[src/hdl/div_pkg.sv]
`default_nettype none

package div_pkg;

	// Operand, quotient and magnitude width in bits.
	localparam int OPERAND_W = 10;

	// The working register holds a remainder field and a dividend/quotient field.
	localparam int WORK_W = 2 * OPERAND_W;

	// One restoring step per quotient bit.
	localparam int DIV_STAGES = OPERAND_W;

	// Input stage, the division stages and the output stage.
	localparam int LATENCY = DIV_STAGES + 2;

	// Signed operand as seen on the ports.
	typedef logic signed [OPERAND_W-1:0] operand_t;

	// Unsigned magnitude. Wide enough for 512, the magnitude of the most negative operand.
	typedef logic [OPERAND_W-1:0] mag_t;

	// Upper half is the partial remainder, lower half shifts in quotient bits.
	typedef logic [WORK_W-1:0] work_t;

endpackage

`default_nettype wire

[src/hdl/div_stage_if.sv]
`timescale 1ns/1ps
`default_nettype none

interface div_stage_if
	import div_pkg::*;
();

	logic  valid; // An operation occupies this stage boundary.
	logic  neg;   // The quotient must be negated at the end.
	logic  dbz;   // The divisor was zero.
	work_t work;  // Partial remainder and quotient bits.
	mag_t  dvsr;  // Divisor magnitude.

	// Driven by the stage on the upstream side of the boundary.
	modport source (
		output valid,
		output neg,
		output dbz,
		output work,
		output dvsr
	);

	// Read by the stage on the downstream side of the boundary.
	modport sink (
		input valid,
		input neg,
		input dbz,
		input work,
		input dvsr
	);

endinterface

`default_nettype wire

[src/hdl/div_pipe_top.sv]
`timescale 1ns/1ps
`default_nettype none

module div_pipe_top
	import div_pkg::*;
(
	input  wire           clk,
	input  wire           rst_n,
	input  wire           start,
	input  wire operand_t dividend,
	input  wire operand_t divisor,
	output logic          data_valid,
	output operand_t      quotient,
	output logic          div_by_zero
);

	// Boundary 0 follows the input stage, boundary DIV_STAGES feeds the output stage.
	div_stage_if stage_if [DIV_STAGES+1] ();

	div_sign_prep u_sign_prep (
		.clk      (clk),
		.rst_n    (rst_n),
		.start    (start),
		.dividend (dividend),
		.divisor  (divisor),
		.out      (stage_if[0])
	);

	// The first step decides the most significant quotient bit.
	for (genvar i = 0; i < DIV_STAGES; i++) begin : g_step
		div_step u_step (
			.clk   (clk),
			.rst_n (rst_n),
			.up    (stage_if[i]),
			.down  (stage_if[i+1])
		);
	end

	div_result u_result (
		.clk         (clk),
		.rst_n       (rst_n),
		.up          (stage_if[DIV_STAGES]),
		.data_valid  (data_valid),
		.quotient    (quotient),
		.div_by_zero (div_by_zero)
	);

endmodule

`default_nettype wire

[src/hdl/div_result.sv]
`timescale 1ns/1ps
`default_nettype none

module div_result
	import div_pkg::*;
(
	input  wire       clk,
	input  wire       rst_n,
	div_stage_if.sink up,
	output logic      data_valid,
	output operand_t  quotient,
	output logic      div_by_zero
);

	mag_t     quo_mag;
	operand_t quo_signed;

	// After the last step the lower field holds every quotient bit.
	always_comb begin
		quo_mag = up.work[OPERAND_W-1:0];

		if (up.dbz) begin
			quo_signed = '0;
		end else if (up.neg) begin
			quo_signed = operand_t'(-quo_mag); // Wraps modulo 2^10.
		end else begin
			quo_signed = operand_t'(quo_mag);
		end
	end

	always_ff @(posedge clk or negedge rst_n) begin
		if (!rst_n) begin
			data_valid  <= 1'b0;
			quotient    <= '0;
			div_by_zero <= 1'b0;
		end else begin
			data_valid <= up.valid;

			// Hold the last result between operations.
			if (up.valid) begin
				quotient    <= quo_signed;
				div_by_zero <= up.dbz;
			end
		end
	end

endmodule

`default_nettype wire

[src/hdl/div_sign_prep.sv]
`timescale 1ns/1ps
`default_nettype none

module div_sign_prep
	import div_pkg::*;
(
	input  wire           clk,
	input  wire           rst_n,
	input  wire           start,
	input  wire operand_t dividend,
	input  wire operand_t divisor,
	div_stage_if.source   out
);

	mag_t dividend_mag;
	mag_t divisor_mag;
	logic result_neg;
	logic divisor_zero;

	// Negation of -512 wraps to 10'h200, which reads as 512 unsigned.
	always_comb begin
		if (dividend[OPERAND_W-1]) begin
			dividend_mag = mag_t'(-dividend);
		end else begin
			dividend_mag = mag_t'(dividend);
		end

		if (divisor[OPERAND_W-1]) begin
			divisor_mag = mag_t'(-divisor);
		end else begin
			divisor_mag = mag_t'(divisor);
		end

		result_neg   = dividend[OPERAND_W-1] ^ divisor[OPERAND_W-1]; // Signs differ.
		divisor_zero = (divisor == '0);
	end

	always_ff @(posedge clk or negedge rst_n) begin
		if (!rst_n) begin
			out.valid <= 1'b0;
			out.neg   <= 1'b0;
			out.dbz   <= 1'b0;
			out.dvsr  <= '0;
			out.work  <= '0;
		end else begin
			out.valid <= start;
			out.neg   <= result_neg;
			out.dbz   <= divisor_zero;
			out.dvsr  <= divisor_mag;
			out.work  <= {mag_t'(0), dividend_mag}; // Remainder starts empty.
		end
	end

endmodule

`default_nettype wire

[src/hdl/div_step.sv]
`timescale 1ns/1ps
`default_nettype none

module div_step
	import div_pkg::*;
(
	input  wire         clk,
	input  wire         rst_n,
	div_stage_if.sink   up,
	div_stage_if.source down
);

	work_t shifted;
	mag_t  rem_shifted;
	mag_t  rem_next;
	logic  fits;
	work_t work_next;

	// The remainder stays below the divisor, so the bit shifted out is always zero.
	always_comb begin
		shifted     = up.work << 1;
		rem_shifted = shifted[WORK_W-1:OPERAND_W];
		fits        = (rem_shifted >= up.dvsr); // Divisor goes into the remainder.
		rem_next    = rem_shifted - up.dvsr;

		if (fits) begin
			work_next = {rem_next, shifted[OPERAND_W-1:1], 1'b1};
		end else begin
			work_next = shifted;
		end
	end

	always_ff @(posedge clk or negedge rst_n) begin
		if (!rst_n) begin
			down.valid <= 1'b0;
			down.neg   <= 1'b0;
			down.dbz   <= 1'b0;
			down.dvsr  <= '0;
			down.work  <= '0;
		end else begin
			down.valid <= up.valid;
			down.neg   <= up.neg;
			down.dbz   <= up.dbz;
			down.dvsr  <= up.dvsr;
			down.work  <= work_next;
		end
	end

endmodule

`default_nettype wire

[config.mk]
export PLATFORM = sky130hd
export DESIGN_NAME = div_pipe_top
export DESIGN_NICKNAME = d
export VERILOG_FILES = /design/src/hdl/div_pkg.sv /design/src/hdl/div_stage_if.sv /design/src/hdl/div_pipe_top.sv /design/src/hdl/div_result.sv /design/src/hdl/div_sign_prep.sv /design/src/hdl/div_step.sv
export SDC_FILE = /design/constraint.sdc
export NUM_CORES = 1
export LEC_CHECK = 0
export ABC_AREA = 1
export BUFFER_PORTS_ARGS = -buffer_cell sky130_fd_sc_hd__buf_2
export CAP_MARGIN = 20
export CORE_MARGIN = 2
export CORE_UTILIZATION = 40
export DETAILED_ROUTE_END_ITERATION = 10
export PLACE_DENSITY_LB_ADDON = 0.2
export SLEW_MARGIN = 20
export SYNTH_ARGS = -nofsm -noshare
export SYNTH_HDL_FRONTEND = slang
export SYNTH_SLANG_ARGS = --single-unit
[constraint.sdc]
create_clock -name clk -period 2.9 [get_ports clk]
set_input_delay 0.145 -clock clk [delete_from_list [all_inputs] [get_ports clk]]
set_output_delay 0.145 -clock clk [all_outputs]
set_load 0.05 [all_outputs]
# == Word-level counts from Yosys, hierarchy flattened ==
# Cells that the tools add are included.
# op_classes
n_lt_le_gt_ge,10
n_addsub,12
mux,14
reduce_logical,1
bitwise,1
# op_table
op,n
2-to-1 mux 19 bit,9
greater-or-equal comparator 10 bit,9
subtractor 9 bit,8
2-to-1 mux 10 bit,4
negator 10 bit,3
greater-or-equal comparator 1 x 10 -> 1 bit,1
logical NOT 10 bit,1
subtractor 1 x 9 -> 9 bit,1
2-to-1 mux 1 bit,1
bitwise XOR 1 bit,1
# totals
input_bits,23
output_inout_bits,12
word_cells,95
reg_bits,336

# == Longest topological paths before layout ==
# Gate-level depths: netlist of run 1.
# depth
depth_word,3
mapped_depth,12
depth_no_buf,12

# == Hierarchy ==
# A second synthesis of run 1 with hierarchy kept.
# unflattened
cells_unflattened,1985
hier_area_um2,17410.4
# by_module_without_submodules
mod,area_per_inst_um2,seq_area_each_um2,n_inst,cells_each
div_step (g_step[0].u_step ...),1549.0,825.8,6,175
div_step (g_step[6].u_step ...),1570.3,825.8,4,175
div_sign_prep,1151.1,575.6,1,141
div_result,684.4,300.3,1,94

# == Least setup slack after synthesis of run 1 ==
# OpenSTA, ideal clock, no wires.
# synth_timing
path_type,reg2reg
from,register g_step[7].u_step.down.work[9]
to,register g_step[8].u_step.down.work[17]
path_slack_ns,1.185
setup_ns,0.117
stages_incl_launch_ff,13
t_required_ns,2.783
path_buffers,0
t_arrival_ns,1.599
path_cell_list,dfrtp_1 inv_1 ha_1 inv_1 fa_1 nand3_2 nand3_2 nand2_2 nand2_2 nand2_4 nand2_8 nand2_1 nand2_1
# synth_via
elab_chain_cells,2
elab_cells_between_ends,3
# synth_lines
element,line,text
from (decl),div_stage_if.sv:19,"output work,"
from (signal assigned),div_step.sv:45,down.work <= work_next;
greater-or-equal comparator 10 bit,div_step.sv:23,fits = (rem_shifted >= up.dvsr);
via g_step[8].u_step.fits,div_step.sv:16,logic fits;
2-to-1 mux 19 bit,div_step.sv:26,if (fits) begin
via g_step[8].u_step.work_next[17],div_step.sv:17,work_t work_next;
to (signal assigned),div_step.sv:45,
to (decl),div_stage_if.sv:19,
# The timed path passes the listed nets, and every way through them passes these cells.
# A chain may end at the register's enable or synchronous reset.

# == Worst setup path in the final report of run 1 ==
# layout_timing
from,register g_step[7].u_step.down.work[9]
to,register g_step[8].u_step.down.work[13]
# The elaborated chain is that of the path after synthesis.

==> flow_summary_export.csv, run 1 <==
group,metric,value,unit
status,outcome,"completed",
floorplanning,ios,35,
logic_synthesis,synth_nets,1763,
sta,setup_viol,0,
layout,finalNonFillerCells,2277,
placement,dp_hpwl,22.5,mm
global_routing,grt-ovfl-total,0,
global_routing,grt_first_pass_wirelength,50.9,mm
layout,drive_gt1_share,9.80,%
route,drt-total-wl,29.7,mm
clock_tree,cts.path.max_buffers,3,
floorplanning,fp-row-count,71,
layout,syn_to_final_growth,15.5,%
sta,relSlewSlack,57.6,%
floorplanning,die_w,199,um
floorplanning,core,0.0375,sq mm
logic_synthesis,synth-edff-count,0,
logic_synthesis,synthArstFlopShare,100,%
route,dr.pass1.iters,8,
setup_path,slowest_stage,"fa_1",
global_routing,grt_pass1_vias,10361,
logic_synthesis,synth_mux_area_share,0,%
route,drc,0,
logic_synthesis,synth_area_leaders,"dfrtp_1, nand2_1, ha_1",
power,leakagePower,0.00972,uW
route,drtIter0Drc,503,
layout,antennaDiodeCount,0,
route,via_count,10226,
logic_synthesis,ys_top_cells_by_count,"nand2_1, dfrtp_1, inv_1",
placement,port_buffers,34,
sta,rsz0062_at_grt,"no",
power,power.density,868,mW/mm^2
route,ant_nets,0,
setup_path,r2r_start,"g_step[7].u_step.down.work[9]",
global_routing,grtUsageTotal,16.1,%
setup_path,cp.arrival,2360,ps
logic_synthesis,synthAdderAreaFrac,8.90,%
clock_tree,cts_sinks,336,
placement,dpl.cell_count,2185,
logic_synthesis,synth_compound_area_share,1.68,%
worst_hold_path,worst_hold_path_type,"in2async",
sta,fin_worst_skew,8.07,ps
setup_path,r2r_cells,12,
logic_synthesis,synth_top_family_by_area,"simple AND/OR/NAND/NOR gates",
sta,fmax,508,MHz
job,drv_cap,0,
global_routing,antenna_found_initial,0,
floorplanning,start_util,40.4,%
logic_synthesis,avgSynthCellArea,9.26,sq um
setup_path,cp_data_required_time,3290,ps
logic_synthesis,synthCells,1637,
setup_path,crit_path_end_kind,"flip-flop",
logic_synthesis,syn_area,0.0152,sq mm
power,totalPowerFinal,15200,uW
clock_tree,path_clk_slew,60,ps
sta,period_minus_slack,1970,ps
logic_synthesis,yosys_warnings,0,
floorplanning,die_h,199,um
setup_path,path_class,"reg2reg",
logic_synthesis,ys_seq_area_share,55.5,%
setup_path,worstPathMaxFanout,10,
placement,place.gp.congestion,0.898,
clock_tree,cts_tree,"yes",
logic_synthesis,synth_top_flop_cell,"dfrtp_1",
setup_path,cp-start-kind,"flip-flop",
logic_synthesis,yosysMostFrequentCell,"nand2_1",
setup_path,path_cells,"inv_1, ha_1, inv_1, fa_1, nand3_2, nand3_2, nand2_2, nand2_2, nand2_4, nand2_8, nand2_1, nand2_1",
sta,finalCritPeriodShare,67.9,%
sta,worst_slew_pin_slew,637,ps
sta,tns,0,ps
logic_synthesis,synth-xor-area-share,2.25,%
logic_synthesis,ys_ff_latch,336,
setup_path,r2r_slack,930,ps
logic_synthesis,synth_top_area_share,55.5,%
logic_synthesis,synth_top_cell_by_area,"dfrtp_1",
sta,final-hold-violation-count,0,
logic_synthesis,synth_simple_gate_area_share,24.1,%
clock_tree,cts_setup_buffers,0,
power,ir_worst_vdd,0.000418,V
global_routing,grt_max_degree,84,
logic_synthesis,synth_cell_types,26,
floorplanning,die-area,0.0395,sq mm
route,routedWlPerCell,13.0,um
setup_path,max_stage_delay,420,ps
layout,nets,1864,
sta,finalMaxSlewViolations,0,
clock_tree,clk_latency,510,ps
route,viasPerCell,4.49,
clock_tree,cts.htree.levels,2,
setup_path,r2r_end,"g_step[8].u_step.down.work[13]",
clock_tree,numCtsBuffers,37,
clock_tree,cts-root-buf,"clkbuf_16",
state kept, by name, summed over array words and instances, names as in the netlist:
| register | count |
|---|---|
| u_sign_prep.out.neg | 1 |
| g_step.u_step.down.work | 181 |
| g_step.u_step.down.neg | 10 |
| g_step.u_step.down.dbz | 10 |
| u_sign_prep.out.dvsr | 10 |
| g_step.u_step.down.dvsr | 90 |
| g_step.u_step.down.valid | 10 |
| u_result.quotient | 10 |
| u_result.data_valid | 1 |
| u_sign_prep.out.dbz | 1 |
| u_sign_prep.out.valid | 1 |
| u_sign_prep.out.work | 10 |
| u_result.div_by_zero | 1 |
worst max path at each step:
| stage | start | endpoint | slack (ps) | depth (start not counted) |
|---|---|---|---|---|
| detailed placement | g_step[7].u_step.down.work[9] | g_step[8].u_step.down.work[10] | 910 | 12 |
| global route | g_step[7].u_step.down.work[9] | g_step[8].u_step.down.work[13] | 770 | 12 |
| CTS | g_step[7].u_step.down.work[9] | g_step[8].u_step.down.work[10] | 900 | 12 |
| global placement | g_step[7].u_step.down.work[9] | g_step[8].u_step.down.work[10] | 890 | 12 |
| finish | g_step[7].u_step.down.work[9] | g_step[8].u_step.down.work[13] | 930 | 12 |
| floorplan | g_step[7].u_step.down.work[9] | g_step[8].u_step.down.work[17] | 1180 | 12 |
cell type report:
type                            instances  area, sq um
Multi-Input combinational cell        996         5600
Clock buffer                           53         1060
Sequential cell                       336         8410
Clock inverter                         14          155
Inverter                              301         1130
Tap cell                              511          639
Timing Repair Buffer                   66          520
Fill cell                            3605        20000
what timing repair did:
action	in CTS	in global routing
gates resized for setup	0	0
hold endpoints to repair	98	0
hold buffers	25	0
metrics by stage:
| stage | cell area, sq um | hold slack (ps) | setup WS, ps | util, % |
|---|---|---|---|---|
| after global routing | 17500 | 242 | 774 | 46.7 |
| final | 17500 | 204 | 930 | 46.7 |
| after floorplan | 15200 | -151 | 1180 | - |
| after CTS | 17500 | 215 | 897 | 46.7 |
| after global placement | 16100 | 178 | 891 | 42.8 |
| after detailed placement | 16100 | 182 | 910 | 42.8 |
metal layers:
metal  routed length (um)  vias to the layer above  global-route usage [%]
met1                13800                     4778                    21.4
met3                  977                       52                    2.39
li1                     -                     5242                       -
met5                    0                        -                       0
met4                  689                        0                    4.70
met2                14200                      154                    27.2
power breakdown:
group	leakage [uW]	internal [uW]	switching, uW
Combinational	0.00495	1670	3100
Sequential	0.00418	5460	419
Clock	0.000591	2730	1820
Total	0.00972	9860	5340
placed cells by master (no fill, tap or decap), drive strengths merged, types with 15 or more instances in the layout:
cell type	synthesis	routed
ha	95	95
buf	2	41
nand2	530	530
dfrtp	336	336
o21ai	18	18
xor2	37	37
inv	301	302
clkbuf	2	53
nand4	15	15
a21oi	32	32
nand3	166	166
dlygate4sd3	0	25
nor2	85	85
critical path, delay by kind of cell (launching register included):
kind | cells | cell delay [ps]
simple gates | 8 | 800
flops | 1 | 380
fa+ha+maj | 2 | 550
buf+inv | 2 | 120
kinds of logic after synthesis:
kind of cell	after synthesis
and+or+nand+nor	804
DFF	336
buffers and inverters	305
adders and majority gates	103
AOI/OAI and AO/OA	50
xor gates and xnor gates	39
Note: power is estimated with default switching activity, not from simulation.
==> run 2, diff against run 1 <==
Settings changed: ABC_AREA 1 to 0.
Clock period 2.9 ns to 1.8 ns, I/O delays scaled along.
==> flow_summary_export.csv, run 2 <==
group,metric,value,unit
layout,antennaDiodeCount,0,
placement,dpl.cell_count,1807,
floorplanning,core,0.0343,sq mm
floorplanning,die_h,190,um
power,ir_worst_vdd,0.000793,V
logic_synthesis,synth_nets,1193,
sta,setup_viol,80,
setup_path,worstPathMaxFanout,9,
logic_synthesis,synth_area_leaders,"dfrtp_1, ha_1, mux2_2",
clock_tree,numCtsBuffers,36,
floorplanning,ios,35,
logic_synthesis,synth_top_flop_cell,"dfrtp_1",
placement,place.gp.congestion,0.851,
logic_synthesis,synth-edff-count,0,
route,drc,0,
setup_path,cp.arrival,2820,ps
clock_tree,cts_tree,"yes",
logic_synthesis,avgSynthCellArea,13.0,sq um
logic_synthesis,synth_top_cell_by_area,"dfrtp_1",
layout,final_util,56.1,%
layout,mostFrequentLayoutCell,"dfrtp_1",
placement,dpl-instance-area,0.0168,sq mm
logic_synthesis,synthArstFlopShare,100,%
power,clkPwrFrac,29.5,%
global_routing,grtUsageTotal,15.6,%
layout,largest_reg_flops,181,
sta,finalCritPeriodShare,135,%
floorplanning,start_util,40.3,%
power,switching_power,7690,uW
logic_synthesis,yosys_warnings,0,
power,power.density,1390,mW/mm^2
route,ant_nets,0,
setup_path,path_class,"reg2reg",
placement,dp_hpwl,19.2,mm
setup_path,crit_path_end_kind,"flip-flop",
layout,finalNonFillerCells,1959,
logic_synthesis,yosysMostFrequentCell,"dfrtp_1",
power,p_comb_share,35.9,%
route,viasPerCell,4.64,
logic_synthesis,synth_top_area_share,60.8,%
layout,stdcell_area,0.0192,sq mm
sta,period_minus_slack,2420,ps
global_routing,antenna_found_initial,0,
clock_tree,cts.htree.levels,2,
sta,fmax,413,MHz
layout,largest-register,"g_step.u_step.down.work",
global_routing,grt_first_pass_wirelength,45.7,mm
sta,relSlewSlack,57.6,%
power,p_sw_share,28.7,%
clock_tree,cts-root-buf,"clkbuf_16",
sta,fin_worst_skew,7.61,ps
floorplanning,die_w,190,um
route,drtIter0Drc,262,
route,routedWlPerCell,13.5,um
power,leakagePower,0.00988,uW
power,seq_power_share,34.6,%
layout,reg_top3,"g_step.u_step.down.work: 181 flops, g_step.u_step.down.dvsr: 90 flops",
sta,rsz0062_at_grt,"yes",
floorplanning,fp-row-count,68,
logic_synthesis,synthCells,1067,
logic_synthesis,ys_top_cells_by_count,"dfrtp_1, inv_1, ha_1",
clock_tree,path_clk_slew,60,ps
power,p_int,19100,uW
route,drt-total-wl,26.5,mm
global_routing,grt_pass1_vias,9924,
status,violations,"setup timing",
global_routing,grt_max_degree,68,
route,via_count,9083,
sta,final-hold-violation-count,0,
logic_synthesis,ys_seq_area_share,60.8,%
sta,worst_slew_pin_slew,632,ps
layout,final_cell_mix,"dfrtp_1, buf_4, inv_1",
layout,nets,1606,
placement,place_worst_setup_slack,-687,ps
floorplanning,die-area,0.0361,sq mm
sta,setup_ws,-624,ps
clock_tree,cts.path.max_buffers,3,
logic_synthesis,synth_cell_types,54,
job,drv_cap,0,
logic_synthesis,syn_area,0.0138,sq mm
route,dr.pass1.iters,6,
setup_path,cp_data_required_time,2200,ps
logic_synthesis,ys_ff_latch,336,
clock_tree,clk_latency,520,ps
status,outcome,"finished, violations left",
placement,port_buffers,34,
sta,finalMaxSlewViolations,0,
clock_tree,cts_sinks,336,
layout,syn_to_final_growth,39.0,%
global_routing,grt-ovfl-total,0,
layout,drive_gt1_share,36.7,%
setup_path,cp-start-kind,"flip-flop",
worst_hold_path,worst_hold_path_type,"in2async",
## run 2: cell count changes in the layout (fill, tap and decap cells not counted), sizes merged, moves of 57 or more
cell / before / now
buf: 41 / 353
nand3: 166 / 15
nand2: 530 / 56
nor2: 85 / 21
mux2: 0 / 57
inv: 302 / 124
## run 2: final timing paths
kind / start / end / slack [ps] / cells after the start
setup / recovery: g_step[4].u_step.down.work[9] / g_step[5].u_step.down.work[17] / -620 / 10
hold / removal: rst_n / g_step[9].u_step.down.work[9] / 110 / 2
setup reg to reg: g_step[4].u_step.down.work[9] / g_step[5].u_step.down.work[17] / -620 / 10
hold reg to reg: g_step[3].u_step.down.work[7] / g_step[4].u_step.down.work[8] / 340 / 0
max in group asynchronous: rst_n / g_step[8].u_step.down.work[9] / 970 / 3
min in group clk: start / u_sign_prep.out.valid / 220 / 2
## run 2: cells by family after synthesis
group / count (synthesis) / share of synthesized area, %
simple gates: 166 / 5.89
xor+xnor: 65 / 4.12
buf+inv: 130 / 3.54
flops: 336 / 60.8
compound gates: 199 / 10.5
fa+ha+maj: 103 / 9.75
mux: 68 / 5.44
## run 2: what timing repair did
| item | CTS | global route |
|---|---|---|
| setup buffers | 65 | 16 |
| hold buffers | 27 | 0 |
| resized for setup | 82 | 23 |
| cloned | 1 | 0 |
| hold endpoints to repair | 284 | 0 |
| pin swaps | 9 | 8 |
| endpoints found under the setup margin | 80 | 83 |
## run 2: through the flow
stage | total power [uW] | setup TNS [ps] | hold WS, ps
3_3_place_gp | 18100 | -42080 | 75.2
2_1_floorplan | 14700 | -33160 | -206
4_1_cts | 27000 | -38600 | 120
5_1_grt | 28400 | -45170 | 157
3_5_place_dp | 18300 | -44280 | 74.1
6_report | 26800 | -37430 | 108
## run 2: area by class of cell
| cell class | instances | area (sq um) |
|---|---|---|
| Clock inverter | 18 | 327 |
| Fill cell | 2799 | 15100 |
| Sequential cell | 336 | 8410 |
| Timing Repair Buffer | 380 | 3050 |
| Tap cell | 455 | 569 |
| Inverter | 124 | 465 |
| Clock buffer | 44 | 971 |
| Multi-Input combinational cell | 602 | 5440 |
## run 2: power groups by stage
stage / Sequential, uW / Clock, uW / Combinational [uW]
3_3_place_gp: 9400 / 0 / 8670
5_1_grt: 9420 / 8450 / 10600
2_1_floorplan: 9540 / 0 / 5180
3_5_place_dp: 9430 / 0 / 8880
4_1_cts: 9300 / 8150 / 9560
6_report: 9280 / 7900 / 9610
## run 2: layer usage
layer / global-route usage (%) / vias up / part of all wire [%] / wire (um)
met3: 2.40 / 52 / 2.6 / 698
li1: - / 4515 / - / -
met1: 17.6 / 4410 / 41 / 10800
met2: 29.6 / 106 / 54 / 14300
met5: 0 / - / 0 / 0
met4: 5.61 / 0 / 2.9 / 775
## run 2: worst max-delay path: stages, from the launching register on
cell and delay [ps]:
dfrtp_1 370, inv_2 80, ha_4 130, inv_2 30
fa_2 330, a21o_1 220, a311oi_2 250, o31ai_2 150
o31ai_4 270, buf_12 160, mux2_2 330
